<file path="src/logic/i2s_defs.svh">
`ifndef I2S_DEFS_SVH
`define I2S_DEFS_SVH

`define I2S_DIV_W   16 // Clock divider width.
`define I2S_WSIZE_W 5  // Word size field, bits per word minus one.
`define I2S_WNUM_W  3  // Words per channel minus one.

`define I2S_AXI_AW  8
`define I2S_AXI_DW  32

`define I2S_OFS_CTRL  8'h00 // Enables and source selects.
`define I2S_OFS_DIV0  8'h04
`define I2S_OFS_DIV1  8'h08
`define I2S_OFS_WORD0 8'h0C // Word format for generator 0.
`define I2S_OFS_WORD1 8'h10

`endif

</file>
<file path="src/logic/i2s_pkg.sv">
`default_nettype none

`include "i2s_defs.svh"

package i2s_pkg;

   typedef enum logic [`I2S_AXI_AW-1:0] {
      REG_CTRL  = `I2S_OFS_CTRL,
      REG_DIV0  = `I2S_OFS_DIV0,
      REG_DIV1  = `I2S_OFS_DIV1,
      REG_WORD0 = `I2S_OFS_WORD0,
      REG_WORD1 = `I2S_OFS_WORD1
   } i2s_reg_e;

   typedef enum logic [1:0] {
      RESP_OKAY   = 2'b00,
      RESP_SLVERR = 2'b10
   } axi_resp_e;

   typedef enum logic {
      WS_IDLE,
      WS_RUN
   } ws_state_e;

   typedef struct packed {
      logic                       aw_valid;
      logic [`I2S_AXI_AW-1:0]     aw_addr;
      logic                       w_valid;
      logic [`I2S_AXI_DW-1:0]     w_data;
      logic [`I2S_AXI_DW/8-1:0]   w_strb;
      logic                       b_ready;
      logic                       ar_valid;
      logic [`I2S_AXI_AW-1:0]     ar_addr;
      logic                       r_ready;
   } axil_req_t;

   typedef struct packed {
      logic                       aw_ready;
      logic                       w_ready;
      logic                       b_valid;
      logic [1:0]                 b_resp;
      logic                       ar_ready;
      logic                       r_valid;
      logic [`I2S_AXI_DW-1:0]     r_data;
      logic [1:0]                 r_resp;
   } axil_rsp_t;

   typedef struct packed {
      logic                       master_en;
      logic                       slave_en;
      logic                       pdm_en;
      logic                       sel_master_num; // Generator or pad pair 1.
      logic                       sel_master_ext; // External pads.
      logic                       sel_slave_num;
      logic                       sel_slave_ext;
      logic [`I2S_DIV_W-1:0]      div0;
      logic [`I2S_DIV_W-1:0]      div1;
      logic [`I2S_WSIZE_W-1:0]    word_size0;
      logic [`I2S_WNUM_W-1:0]     word_num0;
      logic [`I2S_WSIZE_W-1:0]    word_size1;
      logic [`I2S_WNUM_W-1:0]     word_num1;
   } i2s_cfg_t;

   typedef struct packed {
      logic                       level;
      logic                       rise;
      logic                       fall;
   } sck_t;

endpackage

`default_nettype wire

</file>
<file path="src/logic/i2s_cfg_regs.sv">
`timescale 1ns/1ps
`default_nettype none

`include "i2s_defs.svh"

module i2s_cfg_regs (
   input  wire logic               clk_i,
   input  wire logic               rst_n_i,
   input  wire i2s_pkg::axil_req_t axil_req_i,
   output i2s_pkg::axil_rsp_t      axil_rsp_o,
   output i2s_pkg::i2s_cfg_t       cfg_o
);

   import i2s_pkg::*;

   i2s_cfg_t               cfg_q;
   axil_rsp_t              rsp_q;
   logic                   wr_go;
   logic                   rd_go;
   logic                   wr_hit;
   logic                   rd_hit;
   logic [`I2S_AXI_DW-1:0] wr_img;
   logic [`I2S_AXI_DW-1:0] wr_new;

   function automatic logic reg_hit(input logic [`I2S_AXI_AW-1:0] addr);
      return addr inside {REG_CTRL, REG_DIV0, REG_DIV1, REG_WORD0, REG_WORD1};
   endfunction

   // Register contents as seen on the bus, zero for unmapped offsets.
   function automatic logic [`I2S_AXI_DW-1:0] reg_image(input i2s_cfg_t c,
                                                        input logic [`I2S_AXI_AW-1:0] addr);
      logic [`I2S_AXI_DW-1:0] img;
      img = '0;
      case (addr)
         REG_CTRL:  img[6:0] = {c.sel_slave_ext, c.sel_slave_num, c.sel_master_ext,
                               c.sel_master_num, c.pdm_en, c.slave_en, c.master_en};
         REG_DIV0:  img[`I2S_DIV_W-1:0] = c.div0;
         REG_DIV1:  img[`I2S_DIV_W-1:0] = c.div1;
         REG_WORD0: begin
            img[`I2S_WSIZE_W-1:0]  = c.word_size0;
            img[8 +: `I2S_WNUM_W] = c.word_num0;
         end
         REG_WORD1: begin
            img[`I2S_WSIZE_W-1:0]  = c.word_size1;
            img[8 +: `I2S_WNUM_W] = c.word_num1;
         end
         default:   img = '0;
      endcase
      return img;
   endfunction

   assign wr_go  = axil_req_i.aw_valid & axil_req_i.w_valid &
                   ~rsp_q.aw_ready & ~rsp_q.b_valid;   // One write in flight.
   assign rd_go  = axil_req_i.ar_valid & ~rsp_q.ar_ready & ~rsp_q.r_valid;
   assign wr_hit = reg_hit(axil_req_i.aw_addr);
   assign rd_hit = reg_hit(axil_req_i.ar_addr);
   assign wr_img = reg_image(cfg_q, axil_req_i.aw_addr);

   always_comb begin
      for (int b = 0; b < `I2S_AXI_DW/8; b++) begin
         wr_new[8*b +: 8] = axil_req_i.w_strb[b] ? axil_req_i.w_data[8*b +: 8]
                                                 : wr_img[8*b +: 8];
      end
   end

   always_ff @(posedge clk_i) begin
      if (!rst_n_i) begin
         cfg_q <= '0;
         rsp_q <= '0;
      end else begin
         rsp_q.aw_ready <= wr_go;
         rsp_q.w_ready  <= wr_go;
         rsp_q.ar_ready <= rd_go;
         if (rsp_q.aw_ready) begin   // Handshake cycle.
            rsp_q.b_valid <= 1'b1;
            rsp_q.b_resp  <= wr_hit ? RESP_OKAY : RESP_SLVERR;
            case (axil_req_i.aw_addr)
               REG_CTRL:  {cfg_q.sel_slave_ext, cfg_q.sel_slave_num, cfg_q.sel_master_ext,
                           cfg_q.sel_master_num, cfg_q.pdm_en, cfg_q.slave_en,
                           cfg_q.master_en} <= wr_new[6:0];
               REG_DIV0:  cfg_q.div0 <= wr_new[`I2S_DIV_W-1:0];
               REG_DIV1:  cfg_q.div1 <= wr_new[`I2S_DIV_W-1:0];
               REG_WORD0: {cfg_q.word_num0, cfg_q.word_size0} <=
                          {wr_new[8 +: `I2S_WNUM_W], wr_new[`I2S_WSIZE_W-1:0]};
               REG_WORD1: {cfg_q.word_num1, cfg_q.word_size1} <=
                          {wr_new[8 +: `I2S_WNUM_W], wr_new[`I2S_WSIZE_W-1:0]};
               default: ;
            endcase
         end else if (axil_req_i.b_ready) begin
            rsp_q.b_valid <= 1'b0;
         end
         if (rsp_q.ar_ready) begin
            rsp_q.r_valid <= 1'b1;
            rsp_q.r_data  <= reg_image(cfg_q, axil_req_i.ar_addr);
            rsp_q.r_resp  <= rd_hit ? RESP_OKAY : RESP_SLVERR;
         end else if (axil_req_i.r_ready) begin
            rsp_q.r_valid <= 1'b0;
         end
      end
   end

   assign axil_rsp_o = rsp_q;
   assign cfg_o      = cfg_q;

endmodule

`default_nettype wire

</file>
<file path="src/logic/i2s_clk_div.sv">
`timescale 1ns/1ps
`default_nettype none

`include "i2s_defs.svh"

module i2s_clk_div (
   input  wire logic                  clk_i,
   input  wire logic                  rst_n_i,
   input  wire logic                  en_i,
   input  wire logic [`I2S_DIV_W-1:0] div_i,
   output i2s_pkg::sck_t              sck_o
);

   import i2s_pkg::*;

   logic [`I2S_DIV_W-1:0] cnt_q;
   logic                  wrap;
   sck_t                  sck_q;

   assign wrap = (cnt_q == '0);

   // Level holds for div+1 cycles, strobes mark the first cycle of a new level.
   always_ff @(posedge clk_i) begin
      if (!rst_n_i) begin
         cnt_q <= '0;
         sck_q <= '0;
      end else if (!en_i) begin
         cnt_q <= div_i;   // Restart from a full count.
         sck_q <= '0;
      end else if (wrap) begin
         cnt_q       <= div_i;
         sck_q.level <= ~sck_q.level;
         sck_q.rise  <= ~sck_q.level;
         sck_q.fall  <= sck_q.level;
      end else begin
         cnt_q       <= cnt_q - 1'b1;
         sck_q.rise  <= 1'b0;
         sck_q.fall  <= 1'b0;
      end
   end

   assign sck_o = sck_q;

endmodule

`default_nettype wire

</file>
<file path="src/logic/i2s_ws_gen.sv">
`timescale 1ns/1ps
`default_nettype none

`include "i2s_defs.svh"

module i2s_ws_gen (
   input  wire logic                    clk_i,
   input  wire logic                    rst_n_i,
   input  wire logic                    en_i,
   input  wire i2s_pkg::sck_t           sck_i,
   input  wire logic [`I2S_WSIZE_W-1:0] word_size_i,
   input  wire logic [`I2S_WNUM_W-1:0]  word_num_i,
   output logic                         ws_o
);

   import i2s_pkg::*;

   ws_state_e               state_q;
   logic [`I2S_WSIZE_W-1:0] bit_cnt_q;
   logic [`I2S_WNUM_W-1:0]  word_cnt_q;
   logic                    ws_q;
   logic                    last_bit;
   logic                    last_word;

   assign last_bit  = (bit_cnt_q == word_size_i);
   assign last_word = (word_cnt_q == word_num_i);

   always_ff @(posedge clk_i) begin
      if (!rst_n_i) begin
         state_q    <= WS_IDLE;
         bit_cnt_q  <= '0;
         word_cnt_q <= '0;
         ws_q       <= 1'b0;
      end else begin
         case (state_q)
            WS_IDLE: begin
               bit_cnt_q  <= '0;
               word_cnt_q <= '0;
               ws_q       <= 1'b0;   // Frame starts on the low half.
               if (en_i) begin
                  state_q <= WS_RUN;
               end
            end
            WS_RUN: begin
               if (!en_i) begin
                  state_q <= WS_IDLE;
                  ws_q    <= 1'b0;
               end else if (sck_i.fall) begin
                  bit_cnt_q <= last_bit ? '0 : bit_cnt_q + 1'b1;
                  if (last_bit) begin
                     word_cnt_q <= last_word ? '0 : word_cnt_q + 1'b1;
                     ws_q       <= last_word ? ~ws_q : ws_q;   // Half-frame boundary.
                  end
               end
            end
            default: state_q <= WS_IDLE;
         endcase
      end
   end

   assign ws_o = ws_q;

endmodule

`default_nettype wire

</file>
<file path="src/logic/i2s_clkws_gen.sv">
`timescale 1ns/1ps
`default_nettype none

module i2s_clkws_gen (
   input  wire logic              clk_i,
   input  wire logic              rst_n_i,
   input  wire i2s_pkg::i2s_cfg_t cfg_i,
   input  wire i2s_pkg::sck_t     gen0_sck_i,
   input  wire i2s_pkg::sck_t     gen1_sck_i,
   output logic                   gen0_en_o,
   output logic                   gen1_en_o,
   input  wire logic              pad_master_sck_i,
   input  wire logic              pad_master_ws_i,
   input  wire logic              pad_slave_sck_i,
   input  wire logic              pad_slave_ws_i,
   input  wire logic              pdm_clk_i,
   output logic                   pad_master_sck_o,
   output logic                   pad_master_sck_oe_o,
   output logic                   pad_master_ws_o,
   output logic                   pad_master_ws_oe_o,
   output logic                   pad_slave_sck_o,
   output logic                   pad_slave_sck_oe_o,
   output logic                   pad_slave_ws_o,
   output logic                   pad_slave_ws_oe_o,
   output logic                   clk_pdm_o,
   output logic                   clk_master_o,
   output logic                   clk_slave_o,
   output logic                   ws_master_o,
   output logic                   ws_slave_o
);

   import i2s_pkg::*;

   logic [3:0] meta_q;       // Pads in order master sck, master ws, slave sck, slave ws.
   logic [3:0] sync_q;
   logic [1:0] sck_prev_q;
   logic       master_int;
   logic       slave_int;
   logic       ws_int_master;
   logic       ws_int_slave;
   sck_t       ext_msck;
   sck_t       ext_ssck;
   sck_t       master_sck;
   sck_t       slave_sck;

   assign master_int = cfg_i.master_en & ~cfg_i.sel_master_ext;
   assign slave_int  = cfg_i.slave_en & ~cfg_i.sel_slave_ext;

   assign gen0_en_o = cfg_i.pdm_en | (master_int & ~cfg_i.sel_master_num) |
                      (slave_int & ~cfg_i.sel_slave_num);
   assign gen1_en_o = (master_int & cfg_i.sel_master_num) | (slave_int & cfg_i.sel_slave_num);

   always_ff @(posedge clk_i) begin
      if (!rst_n_i) begin
         meta_q     <= '0;
         sync_q     <= '0;
         sck_prev_q <= '0;
      end else begin
         meta_q     <= {pad_slave_ws_i, pad_slave_sck_i, pad_master_ws_i, pad_master_sck_i};
         sync_q     <= meta_q;
         sck_prev_q <= {sync_q[2], sync_q[0]};
      end
   end

   assign ext_msck = '{level: sync_q[0], rise: sync_q[0] & ~sck_prev_q[0],
                       fall: ~sync_q[0] & sck_prev_q[0]};
   assign ext_ssck = '{level: sync_q[2], rise: sync_q[2] & ~sck_prev_q[1],
                       fall: ~sync_q[2] & sck_prev_q[1]};

   assign master_sck = cfg_i.sel_master_ext ? (cfg_i.sel_master_num ? ext_ssck : ext_msck)
                                            : (cfg_i.sel_master_num ? gen1_sck_i : gen0_sck_i);
   assign slave_sck  = cfg_i.sel_slave_ext  ? (cfg_i.sel_slave_num ? ext_ssck : ext_msck)
                                            : (cfg_i.sel_slave_num ? gen1_sck_i : gen0_sck_i);

   i2s_ws_gen ws_gen0 (
      .clk_i       (clk_i),
      .rst_n_i     (rst_n_i),
      .en_i        (master_int),
      .sck_i       (master_sck),
      .word_size_i (cfg_i.word_size0),
      .word_num_i  (cfg_i.word_num0),
      .ws_o        (ws_int_master)
   );

   i2s_ws_gen ws_gen1 (
      .clk_i       (clk_i),
      .rst_n_i     (rst_n_i),
      .en_i        (slave_int),
      .sck_i       (slave_sck),
      .word_size_i (cfg_i.word_size1),
      .word_num_i  (cfg_i.word_num1),
      .ws_o        (ws_int_slave)
   );

   assign ws_master_o = cfg_i.sel_master_ext ? (cfg_i.sel_master_num ? sync_q[3] : sync_q[1])
                                             : ws_int_master;
   assign ws_slave_o  = cfg_i.sel_slave_ext  ? (cfg_i.sel_slave_num ? sync_q[3] : sync_q[1])
                                             : ws_int_slave;

   assign pad_master_sck_oe_o = master_int;
   assign pad_master_ws_oe_o  = master_int;
   assign pad_master_sck_o    = master_sck.level;
   assign pad_master_ws_o     = ws_master_o;
   assign pad_slave_sck_oe_o  = cfg_i.pdm_en | slave_int;   // PDM clock always driven.
   assign pad_slave_ws_oe_o   = ~cfg_i.pdm_en & slave_int;
   assign pad_slave_sck_o     = cfg_i.pdm_en ? pdm_clk_i : slave_sck.level;
   assign pad_slave_ws_o      = ~cfg_i.pdm_en & ws_slave_o;

   assign clk_pdm_o    = gen0_sck_i.level & cfg_i.pdm_en;
   assign clk_master_o = master_sck.level & cfg_i.master_en;
   assign clk_slave_o  = slave_sck.level & cfg_i.slave_en;

endmodule

`default_nettype wire

</file>
<file path="src/logic/i2s_clk_top.sv">
`timescale 1ns/1ps
`default_nettype none

module i2s_clk_top (
   input  wire logic               clk_i,
   input  wire logic               rst_n_i,
   input  wire i2s_pkg::axil_req_t axil_req_i,
   output i2s_pkg::axil_rsp_t      axil_rsp_o,
   input  wire logic               pad_master_sck_i,
   input  wire logic               pad_master_ws_i,
   input  wire logic               pad_slave_sck_i,
   input  wire logic               pad_slave_ws_i,
   input  wire logic               pdm_clk_i,
   output logic                    pad_master_sck_o,
   output logic                    pad_master_sck_oe_o,
   output logic                    pad_master_ws_o,
   output logic                    pad_master_ws_oe_o,
   output logic                    pad_slave_sck_o,
   output logic                    pad_slave_sck_oe_o,
   output logic                    pad_slave_ws_o,
   output logic                    pad_slave_ws_oe_o,
   output logic                    clk_pdm_o,
   output logic                    clk_master_o,
   output logic                    clk_slave_o,
   output logic                    ws_master_o,
   output logic                    ws_slave_o
);

   import i2s_pkg::*;

   i2s_cfg_t cfg;
   sck_t     gen0_sck;
   sck_t     gen1_sck;
   logic     gen0_en;
   logic     gen1_en;

   i2s_cfg_regs cfg_regs0 (
      .clk_i      (clk_i),
      .rst_n_i    (rst_n_i),
      .axil_req_i (axil_req_i),
      .axil_rsp_o (axil_rsp_o),
      .cfg_o      (cfg)
   );

   i2s_clk_div clk_div0 (
      .clk_i   (clk_i),
      .rst_n_i (rst_n_i),
      .en_i    (gen0_en),
      .div_i   (cfg.div0),
      .sck_o   (gen0_sck)
   );

   i2s_clk_div clk_div1 (
      .clk_i   (clk_i),
      .rst_n_i (rst_n_i),
      .en_i    (gen1_en),
      .div_i   (cfg.div1),
      .sck_o   (gen1_sck)
   );

   // Pad and clock output ports share their names with this level.
   i2s_clkws_gen clkws_gen0 (
      .cfg_i      (cfg),
      .gen0_sck_i (gen0_sck),
      .gen1_sck_i (gen1_sck),
      .gen0_en_o  (gen0_en),
      .gen1_en_o  (gen1_en),
      .*
   );

endmodule

`default_nettype wire

</file>
<file path="config.mk">
export PLATFORM = sky130hd
export DESIGN_NAME = i2s_clk_top
export DESIGN_NICKNAME = d
export VERILOG_FILES = /design/src/logic/i2s_pkg.sv /design/src/logic/i2s_cfg_regs.sv /design/src/logic/i2s_clk_div.sv /design/src/logic/i2s_ws_gen.sv /design/src/logic/i2s_clkws_gen.sv /design/src/logic/i2s_clk_top.sv
export VERILOG_INCLUDE_DIRS = /design/src /design/src/logic
export SDC_FILE = /design/constraint.sdc
export NUM_CORES = 1
export LEC_CHECK = 0
export BUFFER_PORTS_ARGS = -buffer_cell sky130_fd_sc_hd__buf_2
export CORE_MARGIN = 2
export CORE_UTILIZATION = 30
export CTS_CLUSTER_DIAMETER = 30
export CTS_CLUSTER_SIZE = 24
export DETAILED_ROUTE_END_ITERATION = 10
export PLACE_DENSITY_LB_ADDON = 0.1
export SETUP_SLACK_MARGIN = 0.05
export SYNTH_ARGS = -nofsm -noshare
export SYNTH_HDL_FRONTEND = slang
export SYNTH_SLANG_ARGS = --single-unit
</file>
<file path="constraint.sdc">
create_clock -name clk_i -period 2.5 [get_ports clk_i]
set_clock_uncertainty 0.1 [all_clocks]
set_input_delay 0.5 -clock clk_i [delete_from_list [all_inputs] [get_ports clk_i]]
set_output_delay 0.5 -clock clk_i [all_outputs]
set_load 0.02 [all_outputs]
</file>
---- Word-level counts from Yosys, hierarchy flattened ----
Index checks and enable logic that the tools add are counted.
Widths: inputs -> output; s select.
word-level totals
  output and inout bits ................... 54
  bits of input ports ..................... 64
  bits in registers ....................... 147
  word-level logic and storage cells ...... 198
cells by class
  reduce and logical (&&, ||, !) cells .... 23
  muxes and demuxes ....................... 63
  bitwise gates (word level) .............. 43
  equal/unequal tests ..................... 24
  add/subtract/negate cells ............... 6
operators by type and width
  cell                   count
  $mux 16                4
  $mux 3                 14
  $pmux 5 s2             4
  $eq 8x4->1 const B     4
  $logic_not 16->1       2
  $sub 16x1->16 const B  2
  $mux 5                 6
  $pmux 5 s5             1
  $and 1x1->1            20
  $pmux 5 s4             1
  $mux 1                 19
  $not 1->1              19
  $ne 3x3->1 const B     6
  $reduce_and 2->1       9
  $reduce_and 3->1       6
  $eq 8x3->1 const B     2
  $eq 8x5->1 const B     2
  $logic_not 8->1        2
  $mux 8                 2
  $ne 2x1->1 const B     6
  $pmux 2 s3             2
  $pmux 3 s2             2
  $pmux 3 s4             1
  $add 5x1->5 const B    2
  9 further kinds        21

---- Depth between registers and ports, before layout ----
  word-level depth ........................ 7
  mapped depth ............................ 8

---- Cells and area by module ----
Synthesis repeated with hierarchy kept, for this count alone.
second synthesis, totals
  cell total of the unflattened synthesis .. 892
  area total of the unflattened synthesis .. 8110.3 um^2
modules (own cells, without submodules)
  module                           area an instance (um^2)  cells each  instances
  i2s_cfg_regs                     4226.6                   470         1
  i2s_clk_div (clk_div0)           1093.5                   115         1
  i2s_clk_div (clk_div1)           1022.2                   115         1
  i2s_clkws_gen                    611.8                    60          1
  i2s_ws_gen (clkws_gen0.ws_gen0)  588.1                    67          1
  i2s_ws_gen (clkws_gen0.ws_gen1)  568.0                    65          1

---- Worst setup path before layout ----
Ideal clock, no wire load.
  kind .................................... input port to flip-flop
  from .................................... in axil_req_i[49] (netlist bit)
  to ...................................... reg cfg_regs0.cfg_q, in the netlist cfg_regs0.cfg_o[25]
  buffers on the path ..................... 3
  arrival ................................. 2.002 ns
  required time ........................... 2.333 ns
  slack ................................... 0.331 ns
  stages .................................. 8
  library setup time ...................... 0.067 ns
  cell sequence ........................... or3_1 > buf_2 > nor4_4 > and2_1 > buf_6 > buf_6 > nand3_2 > a21oi_2
on the way
  longest elaborated chain between the ends .. 3
  elaborated cells on any way between the ends .. 6
  those cells by class .................... 3 x eq/ne; 2 x mux; 1 x reduce/logical
RTL lines
  what                                      RTL line            RTL
  from (decl)                               i2s_clk_top.sv:7    input wire i2s_pkg::axil_req_t axil_req_i,
  $eq 8x5->1, or another cell as far along  i2s_cfg_regs.sv:34  case (addr)
  $pmux 3 s3                                i2s_cfg_regs.sv:34
  $mux 8                                    i2s_cfg_regs.sv:61  wr_new[8*b +: 8] = axil_req_i.w_strb[b] ? axil_req_i.w_data[8*b +: 8]
  to (decl)                                 i2s_cfg_regs.sv:16  i2s_cfg_t cfg_q;
Parallel ways exist; a longest one is shown, timed or not.
A chain may end at the register's enable or synchronous reset.

---- Worst setup path after layout ----
  from .................................... reg cfg_regs0.cfg_q, in the netlist cfg_regs0.cfg_o[50]
  to ...................................... out clk_master_o
on the way
  longest elaborated chain between the ends .. 2
RTL lines
  what         RTL line              RTL
  $mux 3       i2s_clkws_gen.sv:70   assign master_sck = cfg_i.sel_master_ext ? (cfg_i.sel_master_num ? ext_ssck : ext_msck)
  $and 1x1->1  i2s_clkws_gen.sv:110  assign clk_master_o = master_sck.level & cfg_i.master_en;
  to (decl)    i2s_clk_top.sv:23     output logic clk_master_o,
No other way between the ends.

==> impl_results.md <==
* H-tree depth at 4
* Core ar. at 0.02411 mm2
* Largest net degree at the start of global routing at 38
* P_leak at 3.608 nW
* Post-synth EDFFs at 0
* Type of origin of the critical path: flop
* Fin area at 0.008832 mm2
* Hold slack at 0.1781 ns
* Fin crit share at 94.07%
* Global-route wire length before repair at 36870 um
* GP Congestion at 0.8337
* IO Pins at 118
* PnR worst setup slack at 0.1482 ns
* Layout cells sized above 1 at 20.33%
* Hold Startpoint: pad_master_sck_i
* Clk sink count at 143
* Synth Register Bits at 143
* CP Class: flop to output port
* Hold path cells at 2
* Die area at 0.02562 mm2
* Worst EP arrival at 1.75 ns
* Setup violators final at 0
* DP Worst Slack at 0.07403 ns
* Post-synth cell types at 68
* Reg2reg end: clk_div0.cnt_q[5]$_SDFF_PN0_
* Area contributors post-synth: dfxtp_1 (39%), nor2_1 (4.6%), a21oi_1 (4.3%)
* Multi-input logic area at 0.004046 mm2
* Clock Pin Slew Worst Setup and Hold Paths at 0.07 ns
* Slew headroom at 55.62%
* Min-delay worst type: input pin to flop
* Ant diodes at 0
* Fraction of the yosys area taken by sequential cells at 39.18%
* Core Rows at 57
* Avg Vias per Cell at 5.035
* GR Util All Layers at 18.61%
* Synth Flop Type: dfxtp_1
* Nets at 1019
* Storage element area at 0.002868 mm2
* Unrepaired setup endpoints after global routing: false
* CTS root buf: clkbuf_16
* Overflow after GRT at 0
* Initial DRC Count at 368
* Pins over their slew limit at 0
* R2R Setup Slk at 0.37 ns
* Fmax at 0.4252 GHz
* Initial Utilization at 30.31%
* Skew-Pair Late Insertion Delay at 0.43 ns
* Syn Area/Cell at 8.525 um2
* CTS tree: yes
* Run status: finished clean
* Tmin final at 2.352 ns
* Vias in the first global route at 6223
* DRC at 0
* Drt pass-1 iters at 5
* Max FO, Critical Path at 9
* Bufs on Longest Clock Path at 2
* Final WL at 23500 um
* CTS Buf Count at 17
* Setup crit end kind: output port
* Layout fillers at 2573
* DR WL/cell at 18.32 um
* Most area-hungry cell type in the Yosys netlist: dfxtp_1
* Port Buffers at 81
* Die width at 160.1 um
* Async S/R FF share, synth at 0%
* WP data required at 1.90 ns
* Max VDD drop at 352.5 uV
* Area added between synthesis and finish at 20.89%
* WHS Endpoint: clkws_gen0.meta_q[0]$_SDFF_PN0_
* Die Y at 160.1 um
* Placement Cell Area at 0.008177 mm2
* ANT nets after route at 0
* Power, Total at 5.388 mW
* Post-Syn Area at 0.007306 mm2
* Fin. Hold Viols at 0
* Area share of the largest cell type after synthesis at 39.18%
* Pwr per Cell Area at 610.0 mW/mm2
* FF-to-FF Start: clk_div0.cnt_q[10]$_SDFF_PN0_
* Synthesized instance count at 857
* Synth warnings at 0
* DPL Wire Length at 17540 um
* Fin Setup TNS at 0 ns
* Max Cap Viol at 0
* Via count at 6460
* Slew @ Worst Pin at 0.6628 ns
* Antenna violations before repair at 0
* R2r worst-path depth at 6
## area by class of cell
| type | instances | share of cell area [%] |
|---|---|---|
| timing repair buffer | 130 | 9.081 |
| multi-input combinational | 634 | 45.81 |
| clock buffer | 17 | 4.817 |
| tap | 324 | 4.590 |
| sequential | 143 | 32.47 |
| inverter | 21 | 0.8925 |
| clock inverter | 14 | 2.337 |
## power breakdown
group	switching [mW]	total, mW	internal [mW]
registers	0.0111	2.30	2.29
logic	0.204	0.307	0.103
clock network	1.09	2.78	1.69
total	1.31	5.39	4.08
## registers in the layout, indices dropped and copies added, names as in the netlist
register / count
clkws_gen0.ws_gen0.word_cnt_q: 3
clkws_gen0.ws_gen1.word_cnt_q: 3
clkws_gen0.meta_q: 4
cfg_regs0.cfg_o: 55
clkws_gen0.sck_prev_q: 2
clkws_gen0.ws_gen1.ws_o: 1
clkws_gen0.ws_gen0.state_q: 1
clk_div1.sck_o: 2
clkws_gen0.ws_gen0.ws_o: 1
clk_div0.sck_o: 2
clkws_gen0.ws_gen0.bit_cnt_q: 5
clk_div1.cnt_q: 16
clk_div0.cnt_q: 16
cfg_regs0.axil_rsp_o: 22
clkws_gen0.sync_q: 4
clkws_gen0.ws_gen1.state_q: 1
clkws_gen0.ws_gen1.bit_cnt_q: 5
## metal layers
layer | global-route usage [%] | wire (um)
met5 | 0 | 0
met4 | 4.300 | 277
met3 | 3.247 | 982
met2 | 27.84 | 10110
met1 | 27.74 | 12140
## cell usage after synthesis, types with 5 or more instances
| cell type | instances |
|---|---|
| mux2i_1 | 18 |
| inv_1 | 20 |
| buf_2 | 8 |
| a2bb2oi_1 | 8 |
| nand2_1 | 36 |
| nor3_1 | 14 |
| xnor2_1 | 19 |
| nor4_1 | 7 |
| o211ai_1 | 5 |
| o22ai_1 | 13 |
| o21a_1 | 5 |
| xor2_1 | 32 |
| a21oi_1 | 63 |
| and2_1 | 27 |
| clkbuf_1 | 44 |
| dfxtp_1 | 143 |
| a31oi_1 | 12 |
| nand3b_1 | 5 |
| nor2_1 | 90 |
| mux2_2 | 10 |
| o31ai_1 | 5 |
| a22oi_1 | 20 |
| a211oi_1 | 25 |
| buf_4 | 21 |
| ha_1 | 8 |
| nand4_1 | 14 |
| nor2b_1 | 20 |
| nand2b_1 | 6 |
| o21ai_1 | 30 |
| or3_1 | 11 |
| o21ai_0 | 30 |
| nand3_1 | 22 |
## cell usage in the layout, fill, tap and decap left out, drive strengths merged, types with 6 or more instances in the layout
master / netlist / routed
nor3: 16 / 16
nand2: 36 / 36
xor2: 32 / 32
nor2b: 20 / 20
a31oi: 12 / 12
clkbuf: 44 / 17
or3: 11 / 11
a22oi: 20 / 20
nand4: 14 / 14
ha: 8 / 8
nor4: 13 / 13
mux2: 10 / 10
a2bb2oi: 8 / 8
nand2b: 6 / 6
and2: 27 / 27
mux2i: 18 / 18
dfxtp: 143 / 143
nand3: 23 / 23
o21ai: 60 / 60
buf: 32 / 130
o22ai: 13 / 13
xnor2: 19 / 19
a21oi: 64 / 64
inv: 21 / 27
conb: 1 / 18
a211oi: 25 / 25
nor2: 90 / 90
## kinds of logic after synthesis
family	after synthesis	synth area share, %
AOI/OAI and AO/OA	240	20.59
xor gates and xnor gates	51	6.114
adders and majority gates	8	1.370
buffers and inverters	97	6.405
DFF	143	39.18
muxes	31	4.932
other	1	0.05133
and+or+nand+nor	286	21.36
## per-stage QoR
stage          util (%)  cells
2_1_floorplan         -    874
3_3_place_gp      33.92   1250
3_5_place_dp      33.92   1250
4_1_cts           36.56   1281
5_1_grt           36.64   1283
6_report          36.64   1283
## worst max-delay path, cell delays in order, from the launching register on
cell and delay (ns):
dfxtp_1 0.34, buf_6 0.16, mux4_2 0.51, and2_1 0.17, buf_2 0.15
## how the worst max path moves through the flow
stage          cells after the start                              from                                to
6_report                           4  cfg_regs0.cfg_o[50]$_SDFFE_PN0P_                      clk_master_o
5_1_grt                            4  cfg_regs0.cfg_o[50]$_SDFFE_PN0P_                      clk_master_o
4_1_cts                            3  cfg_regs0.cfg_o[48]$_SDFFE_PN0P_                   pad_slave_sck_o
3_5_place_dp                       7                    axil_req_i[49]   cfg_regs0.cfg_o[5]$_SDFFE_PN0P_
3_3_place_gp                       7                    axil_req_i[49]   cfg_regs0.cfg_o[4]$_SDFFE_PN0P_
2_1_floorplan                      8                    axil_req_i[49]  cfg_regs0.cfg_o[25]$_SDFFE_PN0P_
## repair_timing
item / in CTS / in global routing
gates resized for setup: 2 / 2
hold buffers: 0 / 0
endpoints found under the setup margin: 2 / 2
setup buffers: 0 / 2
Note: power is estimated with default switching activity, not from simulation.
